File: src/design/cpuPkg.sv
`default_nettype none

package cpuPkg;

    localparam int dataWidth = 32;
    localparam int regAddrWidth = 4;
    localparam int immWidth = 14;

    typedef logic [dataWidth-1:0] wordT;
    typedef logic [regAddrWidth-1:0] regAddrT;

    typedef enum logic [1:0] {
        classAluReg  = 2'd0,
        classAluImm  = 2'd1,
        classBranch  = 2'd2,
        classSpecial = 2'd3
    } instrClassT;

    typedef enum logic [3:0] {
        funcAdd  = 4'd0,
        funcSub  = 4'd1,
        funcAnd  = 4'd2,
        funcOr   = 4'd3,
        funcXor  = 4'd4,
        funcNot  = 4'd5,
        funcSll  = 4'd6,
        funcSra  = 4'd7,
        funcSrl  = 4'd8,
        funcLoad = 4'd9
    } aluFuncT;

    // tested on rs, taken from the low two function bits
    typedef enum logic [1:0] {
        condAlways      = 2'd0,
        condNegative    = 2'd1,
        condNonNegative = 2'd2,
        condZero        = 2'd3
    } branchCondT;

    typedef struct packed {
        instrClassT           cls;
        aluFuncT              func;
        regAddrT              rs;
        regAddrT              rt;
        regAddrT              rd;
        logic [immWidth-1:0]  imm;
    } instrT;

    typedef enum logic [1:0] {
        fetch     = 2'd0,
        decode    = 2'd1,
        execute   = 2'd2,
        writeback = 2'd3
    } cpuStateT;

    typedef struct packed {
        cpuStateT state;
        logic     fetchGo;
        logic     useImm;
        logic     regWrite;
        logic     isBranch;
        logic     isOut;
    } ctrlT;

    // class 3 with every function bit set
    localparam logic [3:0] outFuncAll = 4'b1111;

endpackage

`default_nettype wire

File: src/design/claAdder.sv
`default_nettype none

module claAdder #(
    parameter int adderWidth = 32
) (
    input  logic [adderWidth-1:0] a,
    input  logic [adderWidth-1:0] b,
    input  logic                  carryIn,
    output logic [adderWidth-1:0] sum
);
    localparam int groups = adderWidth / 4;

    logic [groups-1:0] groupCarry;

    if (adderWidth % 4 != 0) begin : genWidthCheck
        $error("claAdder: adderWidth %0d is not a multiple of 4", adderWidth);
    end

    assign groupCarry[0] = carryIn;

    for (genvar i = 0; i < groups; i++) begin : genGroup
        logic [3:0] g;
        logic [3:0] p;
        logic [3:0] c;

        assign g = a[4*i +: 4] & b[4*i +: 4];
        assign p = a[4*i +: 4] ^ b[4*i +: 4];

        // lookahead inside the group
        assign c[0] = groupCarry[i];
        assign c[1] = g[0] | (p[0] & c[0]);
        assign c[2] = g[1] | (p[1] & g[0]) | (p[1] & p[0] & c[0]);
        assign c[3] = g[2] | (p[2] & g[1]) | (p[2] & p[1] & g[0])
                    | (p[2] & p[1] & p[0] & c[0]);

        assign sum[4*i +: 4] = p ^ c;

        // ripple into the next group, top group has no carry out
        if (i + 1 < groups) begin : genChain
            assign groupCarry[i+1] = g[3] | (p[3] & g[2]) | (p[3] & p[2] & g[1])
                                   | (p[3] & p[2] & p[1] & g[0])
                                   | (p[3] & p[2] & p[1] & p[0] & c[0]);
        end
    end

endmodule

`default_nettype wire

File: src/design/alu.sv
`default_nettype none

module alu (
    input  cpuPkg::aluFuncT func,
    input  cpuPkg::wordT    opA,
    input  cpuPkg::wordT    opB,
    output cpuPkg::wordT    result
);
    import cpuPkg::*;

    wordT addB;
    wordT addSum;
    logic addCarryIn;
    logic shiftOne;

    // subtract as a + ~b + 1
    assign addB = (func == funcSub) ? ~opB : opB;
    assign addCarryIn = (func == funcSub);

    claAdder #(
        .adderWidth(dataWidth)
    ) adder0 (
        .a(opA),
        .b(addB),
        .carryIn(addCarryIn),
        .sum(addSum)
    );

    // shifts move by a single bit at most
    assign shiftOne = opB[0];

    always_comb begin
        case (func)
            funcAdd,
            funcSub: begin
                result = addSum;
            end
            funcAnd:  result = opA & opB;
            funcOr:   result = opA | opB;
            funcXor:  result = opA ^ opB;
            funcNot:  result = ~opA;
            funcSll:  result = opA << shiftOne;
            funcSra:  result = wordT'($signed(opA) >>> shiftOne);
            funcSrl:  result = opA >> shiftOne;
            funcLoad: result = opB;
            default:  result = '0;
        endcase
    end

endmodule

`default_nettype wire

File: src/design/regFile.sv
`default_nettype none

module regFile (
    input  logic            clk,
    input  logic            reset,
    input  cpuPkg::regAddrT readAddrA,
    input  cpuPkg::regAddrT readAddrB,
    output cpuPkg::wordT    readDataA,
    output cpuPkg::wordT    readDataB,
    input  logic            writeEnable,
    input  cpuPkg::regAddrT writeAddr,
    input  cpuPkg::wordT    writeData
);
    import cpuPkg::*;

    localparam int regCount = 1 << regAddrWidth;

    wordT regs [regCount];

    // r0 is an ordinary register here
    always_ff @(posedge clk) begin
        if (reset) begin
            for (int i = 0; i < regCount; i++) begin
                regs[i] <= '0;
            end
        end else if (writeEnable) begin
            regs[writeAddr] <= writeData;
        end
    end

    assign readDataA = regs[readAddrA];
    assign readDataB = regs[readAddrB];

endmodule

`default_nettype wire

File: src/design/progMem.sv
`default_nettype none

module progMem #(
    parameter int progWords = 64
) (
    input  logic                         clk,
    input  logic                         run,
    input  logic                         progWrite,
    input  logic [$clog2(progWords)-1:0] progAddr,
    input  cpuPkg::wordT                 progData,
    input  logic [$clog2(progWords)-1:0] pc,
    output cpuPkg::wordT                 instr
);
    import cpuPkg::*;

    wordT mem [progWords];

    always_ff @(posedge clk) begin
        if (progWrite) begin
            mem[progAddr] <= progData;
        end
    end

    // instruction visible in the same cycle as the pc
    assign instr = mem[pc];

    // loading only while the core is held
    assert property (@(posedge clk) progWrite |-> !run)
        else $error("progMem: write while run is high");

    assert property (@(posedge clk) progWrite |-> (int'(progAddr) < progWords))
        else $error("progMem: write address %0d out of range", progAddr);

endmodule

`default_nettype wire

File: src/design/datapath.sv
`default_nettype none

module datapath #(
    parameter int progWords = 64
) (
    input  logic                         clk,
    input  logic                         reset,
    input  cpuPkg::ctrlT                 ctrl,
    input  cpuPkg::wordT                 instrWord,
    output logic [$clog2(progWords)-1:0] pc,
    output cpuPkg::instrT                ir,
    output logic                         outValid,
    output cpuPkg::wordT                 outValue
);
    import cpuPkg::*;

    localparam int pcWidth = $clog2(progWords);

    wordT regA;
    wordT regB;
    wordT aluOut;
    wordT readA;
    wordT readB;
    wordT immExt;
    wordT secondOp;
    wordT aluResult;
    aluFuncT aluFunc;
    logic taken;
    logic condMet;
    logic [pcWidth-1:0] pcNext;
    logic [pcWidth-1:0] pcTarget;

    regFile regs0 (
        .clk(clk),
        .reset(reset),
        .readAddrA(ir.rs),
        .readAddrB(ir.rt),
        .readDataA(readA),
        .readDataB(readB),
        .writeEnable(ctrl.regWrite),
        .writeAddr(ir.rd),
        .writeData(aluOut)
    );

    assign immExt = {{(dataWidth - immWidth){ir.imm[immWidth-1]}}, ir.imm};
    assign secondOp = ctrl.useImm ? immExt : regB;
    // OUT reuses the adder for rs+rt
    assign aluFunc = ctrl.isOut ? funcAdd : ir.func;

    alu alu0 (
        .func(aluFunc),
        .opA(regA),
        .opB(secondOp),
        .result(aluResult)
    );

    always_comb begin
        case (branchCondT'(ir.func[1:0]))
            condAlways:      condMet = 1'b1;
            condNegative:    condMet = regA[dataWidth-1];
            condNonNegative: condMet = !regA[dataWidth-1];
            default:         condMet = (regA == '0);
        endcase
    end

    // word offsets, relative to the following instruction
    assign pcNext = pc + pcWidth'(1);
    assign pcTarget = pcNext + immExt[pcWidth-1:0];

    always_ff @(posedge clk) begin
        if (reset) begin
            pc <= '0;
            ir <= '0;
            taken <= 1'b0;
            outValid <= 1'b0;
            outValue <= '0;
        end else begin
            if (ctrl.fetchGo) begin
                ir <= instrT'(instrWord);
            end
            if (ctrl.state == execute) begin
                taken <= ctrl.isBranch && condMet;
            end
            if (ctrl.state == writeback) begin
                pc <= taken ? pcTarget : pcNext;
            end
            // registered at the end of execute, so high through writeback
            outValid <= (ctrl.state == execute) && ctrl.isOut;
            if ((ctrl.state == execute) && ctrl.isOut) begin
                outValue <= aluResult;
            end
        end
    end

    always_ff @(posedge clk) begin
        if (ctrl.state == decode) begin
            regA <= readA;
            regB <= readB;
        end
        if (ctrl.state == execute) begin
            aluOut <= aluResult;
        end
    end

endmodule

`default_nettype wire

File: src/design/controlFsm.sv
`default_nettype none

module controlFsm (
    input  logic          clk,
    input  logic          reset,
    input  logic          run,
    input  cpuPkg::instrT ir,
    output cpuPkg::ctrlT  ctrl
);
    import cpuPkg::*;

    cpuStateT state;
    logic isOutWord;
    logic writesRd;

    // one state per cycle, waits only in fetch
    always_ff @(posedge clk) begin
        if (reset) begin
            state <= fetch;
        end else begin
            case (state)
                fetch: begin
                    if (run) begin
                        state <= decode;
                    end
                end
                decode:  state <= execute;
                execute: state <= writeback;
                default: state <= fetch;
            endcase
        end
    end

    assign isOutWord = (ir.cls == classSpecial) && (ir.func == outFuncAll);
    // other class 3 words fall through with no write
    assign writesRd = (ir.cls == classAluReg) || (ir.cls == classAluImm);

    always_comb begin
        ctrl.state = state;
        ctrl.fetchGo = (state == fetch) && run;
        ctrl.useImm = (ir.cls == classAluImm);
        ctrl.regWrite = (state == writeback) && writesRd;
        ctrl.isBranch = (ir.cls == classBranch);
        ctrl.isOut = isOutWord;
    end

    assert property (@(posedge clk) disable iff (reset) !$isunknown(state))
        else $error("controlFsm: state is unknown");

endmodule

`default_nettype wire

File: src/design/cpuTop.sv
`default_nettype none

module cpuTop #(
    parameter int progWords = 64
) (
    input  logic                         clk,
    input  logic                         reset,
    input  logic                         run,
    input  logic                         progWrite,
    input  logic [$clog2(progWords)-1:0] progAddr,
    input  cpuPkg::wordT                 progData,
    output logic                         outValid,
    output cpuPkg::wordT                 outValue
);
    import cpuPkg::*;

    logic [$clog2(progWords)-1:0] pc;
    wordT instrWord;
    instrT ir;
    ctrlT ctrl;

    progMem #(
        .progWords(progWords)
    ) progMem0 (
        .clk(clk),
        .run(run),
        .progWrite(progWrite),
        .progAddr(progAddr),
        .progData(progData),
        .pc(pc),
        .instr(instrWord)
    );

    datapath #(
        .progWords(progWords)
    ) datapath0 (
        .clk(clk),
        .reset(reset),
        .ctrl(ctrl),
        .instrWord(instrWord),
        .pc(pc),
        .ir(ir),
        .outValid(outValid),
        .outValue(outValue)
    );

    controlFsm controlFsm0 (
        .clk(clk),
        .reset(reset),
        .run(run),
        .ir(ir),
        .ctrl(ctrl)
    );

endmodule

`default_nettype wire

File: config.mk
export PLATFORM = sky130hd
export DESIGN_NAME = cpuTop
export DESIGN_NICKNAME = d
export VERILOG_FILES = /design/src/design/cpuPkg.sv /design/src/design/claAdder.sv /design/src/design/alu.sv /design/src/design/regFile.sv /design/src/design/progMem.sv /design/src/design/datapath.sv /design/src/design/controlFsm.sv /design/src/design/cpuTop.sv
export SDC_FILE = /design/constraint.sdc
export NUM_CORES = 2
export LEC_CHECK = 0
export ABC_AREA = 1
export BUFFER_PORTS_ARGS = -buffer_cell sky130_fd_sc_hd__buf_4
export CAP_MARGIN = 30
export CORE_MARGIN = 4
export CORE_UTILIZATION = 55
export DETAILED_ROUTE_END_ITERATION = 8
export PLACE_DENSITY = 0.69
export SLEW_MARGIN = 20
export SYNTH_ARGS = -nofsm -noshare
export SYNTH_HDL_FRONTEND = slang
export SYNTH_SLANG_ARGS = --single-unit
File: constraint.sdc
create_clock -name clk -period 6.6 [get_ports clk]
set_input_delay 0 -clock clk [delete_from_list [all_inputs] [get_ports clk]]
set_output_delay 0 -clock clk [all_outputs]
set_load 0.005 [all_outputs]
-- After elaboration in Yosys (flattened, before gate mapping)
Memory sizes are Yosys's and may differ from the RTL's. A register that Yosys moved wholly into a read port is not among the register bits.
Index checks and enable logic that the tools add are counted.
- $add $sub $neg: 2
- equality and inequality tests: 19
- shifts and indexed selects: 3
- mux-type cells: 18
- bitwise gates (word level): 226
- reduce and logical (&&, ||, !) cells: 14
- operator list (operator ; number):
    one-hot mux 32 bit (9 select lines) ; 1
    AND 1 bit ; 121
    2-to-1 mux 32 bit ; 3
    bitwise OR 1 bit ; 76
    inverter 32 bit ; 2
    bitwise XOR 4 bit ; 16
    AND 32 bit ; 1
    logical NOT 32 bit ; 1
    bitwise OR 32 bit ; 1
    OR reduction 32 bit ; 1
    << shifter 32 x 1 -> 32 bit ; 1
    >> shifter 32 x 1 -> 32 bit ; 1
    >>> shifter 32 x 1 -> 32 bit ; 1
    bitwise XOR 32 bit ; 1
    AND 4 bit ; 7
    equality test 4 x 3 -> 1 bit (second input constant) ; 4
    equality test 4 bit (second input constant) ; 3
    equality test 2 bit (second input constant) ; 5
    equality test 4 x 2 -> 1 bit (second input constant) ; 2
    2-to-1 mux 1 bit ; 8
    2-to-1 mux 4 bit ; 2
    adder 6 x 1 -> 6 bit (second input constant) ; 1
    adder 6 bit ; 1
    equality test 2 x 1 -> 1 bit (second input constant) ; 3
    other kinds (13) ; 19
- register bits: 74
- RAM bits: 2560
- input port bits: 42
- output and inout bits: 33
- word-level logic and storage cells: 290
- memories kept: 2
- memories (memory ; depth ; width ; read ports ; clocked after memory_dff ; write ports ; RTL line ; source):
    progMem0.mem ; 64 ; 32 ; 1 ; 1 ; 1 ; progMem.sv:16 ; wordT mem [progWords];
    datapath0.regs0.regs ; 16 ; 32 ; 2 ; 2 ; 16 ; regFile.sv:18 ; wordT regs [regCount];

-- Logic depth before layout (Yosys ltp)
- word-level depth: 27
- gate-level depth with buffers: 31
- depth with buffers taken out: 30

-- Cells and area by module
A second synthesis with hierarchy kept.
- cell total of the unflattened synthesis: 12205
- area total of the unflattened synthesis: 123736.2 um^2
- modules (own cells, without submodules) (module ; instances ; cells each ; area each (um^2) ; seq. area each (um^2)):
    progMem ; 1 ; 6737 ; 82097.5 ; 61499.0
    regFile ; 1 ; 3898 ; 29741.0 ; 15374.7
    datapath ; 1 ; 574 ; 6283.5 ; 4324.1
    alu ; 1 ; 783 ; 4098.9 ; 0.0
    claAdder ; 1 ; 180 ; 1312.5 ; 0.0
    controlFsm ; 1 ; 33 ; 202.7 ; 40.0

-- Worst setup path before layout
OpenSTA, ideal clock, no wires.
- kind: input-to-reg
- start point: input progWrite
- end point: memory progMem0.mem[16][0] (netlist bit) (enable)
- library setup time: 0.502 ns
- data arrival time: 3.628 ns
- data required time: 6.098 ns
- setup slack: 2.470 ns
- stages on the path: 3
- path buffers: 1
- cells stage by stage: clkbuf_1 nand4_1 nor4_1
- cells in the longest elaborated chain, start to end: 2
- RTL lines (what ; RTL line ; source):
    from (decl) ; cpuTop.sv:9 ; input logic progWrite,
    2-to-1 mux 1 bit ; progMem.sv:19 ; if (progWrite) begin
    2-to-1 mux 1 bit (implied by the code) ; progMem.sv:20 ; mem[progAddr] <= progData;
    to (decl) ; progMem.sv:16 ;
No other way between the ends.

-- Worst setup path in the final report
- start point: register, netlist name datapath0.ir[30]
- end point: register datapath0.outValue[28]
- cells in the longest elaborated chain, start to end: 25
- elaborated cells between the ends (all ways): 119
- those cells by class: eq/ne: 11; shift: 3; mux: 4; bitwise: 97; reduce/logical: 4
- RTL lines (what ; RTL line ; source):
    equality test 2 bit ; controlFsm.sv:34 ; assign isOutWord = (ir.cls == classSpecial) && (ir.func == outFuncAll);
    logical AND 1 bit ; controlFsm.sv:34 ;
    2-to-1 mux 4 bit ; datapath.sv:48 ; assign aluFunc = ctrl.isOut ? funcAdd : ir.func;
    equality test 4 x 1 -> 1 bit ; alu.sv:17, alu.sv:18, alu.sv:33 ;
    2-to-1 mux 32 bit ; alu.sv:17 ; assign addB = (func == funcSub) ? ~opB : opB;
    bitwise XOR 4 bit / AND 4 bit (equally long branches) ; claAdder.sv:27, claAdder.sv:26 ;
    AND 1 bit (on tied branches) ; claAdder.sv:40, claAdder.sv:41, claAdder.sv:42 ;
    bitwise OR 1 bit, or another cell as far along (2 in a row) ; claAdder.sv:40 ; assign groupCarry[i+1] = g[3] | (p[3] & g[2]) | (p[3] & p[2] & g[1])
    (+9 left out) ; n/a ;
    bitwise OR 1 bit ; claAdder.sv:42 ; | (p[3] & p[2] & p[1] & p[0] & c[0]);
    AND 1 bit ; claAdder.sv:42 ;
    bitwise OR 1 bit ; claAdder.sv:42 ;
    AND 1 bit ; claAdder.sv:42 ;
    bitwise OR 1 bit ; claAdder.sv:42 ;
    bitwise XOR 4 bit ; claAdder.sv:36 ; assign sum[4*i +: 4] = p ^ c;
    one-hot mux 32 bit (9 select lines) * ; alu.sv:33 ; case (func)
    named net datapath0.alu0.result[28] ; alu.sv:7 ; output cpuPkg::wordT result
    to (signal assigned) ; datapath.sv:90 ; outValue <= aluResult;
    to (decl) ; datapath.sv:13 ; output cpuPkg::wordT outValue
The timed path passes the listed nets; every way through them passes the cells marked *.
A chain may end at the register's enable or synchronous reset.

==> reports/metrics.csv <==
stage;metric;value;unit
clock_network;cts_sinks;2730;
floorplan;num_rows;167;
placed_design;io_buffers;74;
layout;fin_nets;9361;
clock_network;htreeDepth;5;
detailed_routing;first_iter_violations;13090;
sta;fin_crit_sh;81.87;%
synthesis;yosys_warnings;0;
detailed_routing;drc;0;
clock_network;clk_pin_slew;60;ps
sta;fin_crit;5404;ps
synthesis;synth_seq_cells;2730;
layout;drive_gt1_share;8.597;%
worst_setup_path;startpoint_type;register;
synthesis;synthSimpleGateAreaFrac;6.958;%
detailed_routing;dr_wl_met3;42820;um
global_route;grt_pass1_wl;523700;um
global_route;grt_max_degree;238;
power;netSwitchingFraction;33.80;%
synthesis;ys_top_cells_by_area;edfxtp_1, a21oi_1, o21ai_0;
job;maxCapViolCount;0;
clock_network;cts.path.max_buffers;4;
placed_design;gp_congestion;0.9152;
synthesis;synthMuxAreaShare;0;%
sta;setup_tns;0;ps
worst_setup_path;arrival;6160;ps
sta;fmax;185.1;MHz
synthesis;synth_cells;9323;
power;p_total;48600;uW
worst_setup_path;crit_fanout;17;
floorplan;dieArea;0.2159;mm^2
sta;rsz0062_at_grt;false;
clock_network;cts_tree;done;
sta;fin_skew;73.53;ps
power;power_density;380.5;mW/mm^2
sta;holdWs;122.3;ps
synthesis;yosysTopAreaCell;edfxtp_1;
detailed_routing;wl_met2;165500;um
global_route;grt_usage;32.58;%
power;comb_power_share;26.1;%
global_route;antenna_found_initial;14;
synthesis;yosysSeqAreaShare;70.82;%
floorplan;die_h;464.7;um
worst_setup_path;critical_path_class;register to register;
synthesis;synth_xor_area_share;0.3436;%
detailed_routing;wirelength;363000;um
synthesis;synth_nets;9479;
detailed_routing;dr_total_vias;82340;
synthesis;synth_adder_area_share;1.296;%
worst_setup_path;worst-r2r-cell-count;27;
clock_network;cts_hold_buf;40;
clock_network;clk_latency;940;ps
power;p_leak;0.04359;uW
floorplan;initial_core_util;55.34;%
clock_network;root_buffer;clkbuf_16;
sta;setup_viol;0;
clock_network;cts_resized;0;
run_status;outcome;completed;
power;power_frac_clock;31.2;%
floorplan;fp.dieW;464.7;um
global_route;grt_pass1_vias;77990;
synthesis;mappedNetlistArea;0.1147;mm^2
global_route;grt_overflow;0;
sta;hold_violations;0;
clock_network;cts_setup_buffers;0;
detailed_routing;viasPerCell;6.751;
min_path;hp-class;input port to register;
detailed_routing;top_layer_used;met4;
sta;max_slew_margin;18.47;%
power;switchingPower;16430;uW
power;power.internal;32170;uW
detailed_routing;wl_per_cell;29.77;um
synthesis;synth_top_family_by_area;compound AO/OA/AOI/OAI gates;
sta;finalMaxSlewViolations;0;
min_path;hold_path_depth;3;
detailed_routing;wl_met1;130900;um
floorplan;coreArea;0.2073;mm^2
power;max-vdd-ir-drop;338.4;uV
placed_design;place_hpwl;189300;um
floorplan;ios;75;
detailed_routing;ant_nets;0;
power;pwr-share-seq;42.7;%
synthesis;synth_compound_area_share;16.88;%
sta;tightest_slew;1210;ps
worst_setup_path;required;7360;ps
synthesis;synth_top_area_share;69.53;%
synthesis;avgSynthCellArea;12.30;um^2
clock_network;cts_buffers;290;
synthesis;ys_types;41;
worst_setup_path;cp-end-kind;register;
detailed_routing;firstDrtPassIters;9;
layout;area_growth;11.34;%
==> state kept, by name, summed over array words and instances (netlist names) <==
register and flops:
datapath0.ir 32, datapath0.aluOut 32, datapath0.regs0.regs 512, datapath0.regA 32, datapath0.regB 32, datapath0.taken 1, datapath0.outValue 32, datapath0.pc 6
controlFsm0.state 2, datapath0.outValid 1, progMem0.mem 2048
==> through the flow <==
stage | area [um^2] | instances | setup slack (ps) | utilization (%)
CTS | 127500 | 12180 | 1323 | 61.50
finish | 127700 | 12200 | 1196 | 61.62
global route | 127700 | 12190 | 899.1 | 61.61
floorplan | 114700 | 9323 | 2470 | -
detailed placement | 118500 | 11650 | 1350 | 57.16
global placement | 118300 | 11640 | 1546 | 57.06
==> cells in the final DEF, fill, tap and decap left out, drive strengths merged, types with 6 or more instances in the layout <==
master          n
xor2           26
a211oi         15
edfxtp       2656
fa              8
dfxtp          74
inv           372
o21ai        1197
o221ai        628
clkbuf        379
nor3           18
nand4          16
o211ai         11
a21oi        1330
a22oi          11
nor2          954
diode           9
o22ai          70
bufinv         12
ha            106
nor4           17
buf           290
clkinv         89
nand2         743
a31oi           6
o2111ai        15
clkinvlp        6
or2            23
xnor2          19
a221oi          8
dlygate4sd3    40
nand3         225
o21bai         27
==> critical path, cell delays in order, from the launching register on <==
cell and delay (ps):
dfxtp_1 370, inv_2 60, nor2_2 690, inv_1 520
o21ai_0 570, xor2_1 150, ha_1 350, nand3_1 100
nor2_1 120, nand2_2 70, nand2_2 100, nand2_1 50
nand2_1 90, nand2_1 70, nand2_2 90, nand2_1 90
nand2_2 100, nand2_1 70, nand2_2 90, nand2_2 70
nand2_4 80, nand2_2 70, nand2_2 100, fa_1 420
a211oi_1 310, o2111ai_1 220, o21bai_1 190, inv_1 50
==> logic make-up (layout without fill, tap and decap cells) <==
group | Yosys count | after routing
AO/OA/AOI/OAI | 3326 | 3326
flip-flops | 2730 | 2730
AND/OR/NAND/NOR | 1996 | 1996
buffers and inverters | 1112 | 1188
adder cells (fa/ha/maj) | 114 | 114
XOR/XNOR | 45 | 45
other | 0 | 9
==> cell usage after synthesis (all sizes together) <==
cell,n
nor2,954
o21ai,1197
o41ai,1
nand4,16
a31oi,6
o21bai,27
clkinv,3
edfxtp,2656
nor4,17
dfxtp,74
clkbuf,631
a221oi,8
nand3,225
a2111oi,1
ha,106
fa,8
o221ai,628
nand2,743
a21boi,1
buf,109
a21oi,1330
o22ai,70
inv,369
a211oi,15
o21a,3
xnor2,19
a21o,2
a22oi,11
nor3,18
xor2,26
o2111ai,15
or2,23
o211ai,11
==> per-layer routing <==
layer  vias to the layer above  global-route usage [%]
met5                         -                       0
met4                         0                   18.55
met3                      1112                   6.275
met2                      6089                   50.00
met1                     40290                   43.88
li1                      34850                       -
==> power groups by stage <==
stage	Combinational (uW)	Clock (uW)	Sequential (uW)
finish	12700	15200	20700
detailed placement	12200	0	21100
CTS	12300	15300	20700
global placement	11900	0	21100
floorplan	8120	0	20500
global route	13700	16000	20800
==> final cells by class <==
class                   count  area (um^2)
inverters                 372         1423
clock inverters           107        808.3
repair buffers            330         3068
diodes                      9        22.52
well taps                2788         3488
fillers                 15610        79560
flip-flops and latches   2730        81280
multi-input cells        5481        29860
clock buffers             379         7780
==> final timing paths <==
path	start	endpoint	slack [ps]
setup reg to reg	datapath0.ir[30]	datapath0.outValue[28]	1200
hold reg to reg	datapath0.outValue[2]	datapath0.outValue[2]	500
hold / removal	reset	datapath0.pc[4]	120
setup / recovery	datapath0.ir[30]	datapath0.outValue[28]	1200
No activity file was read; power rests on OpenSTA's default activity.
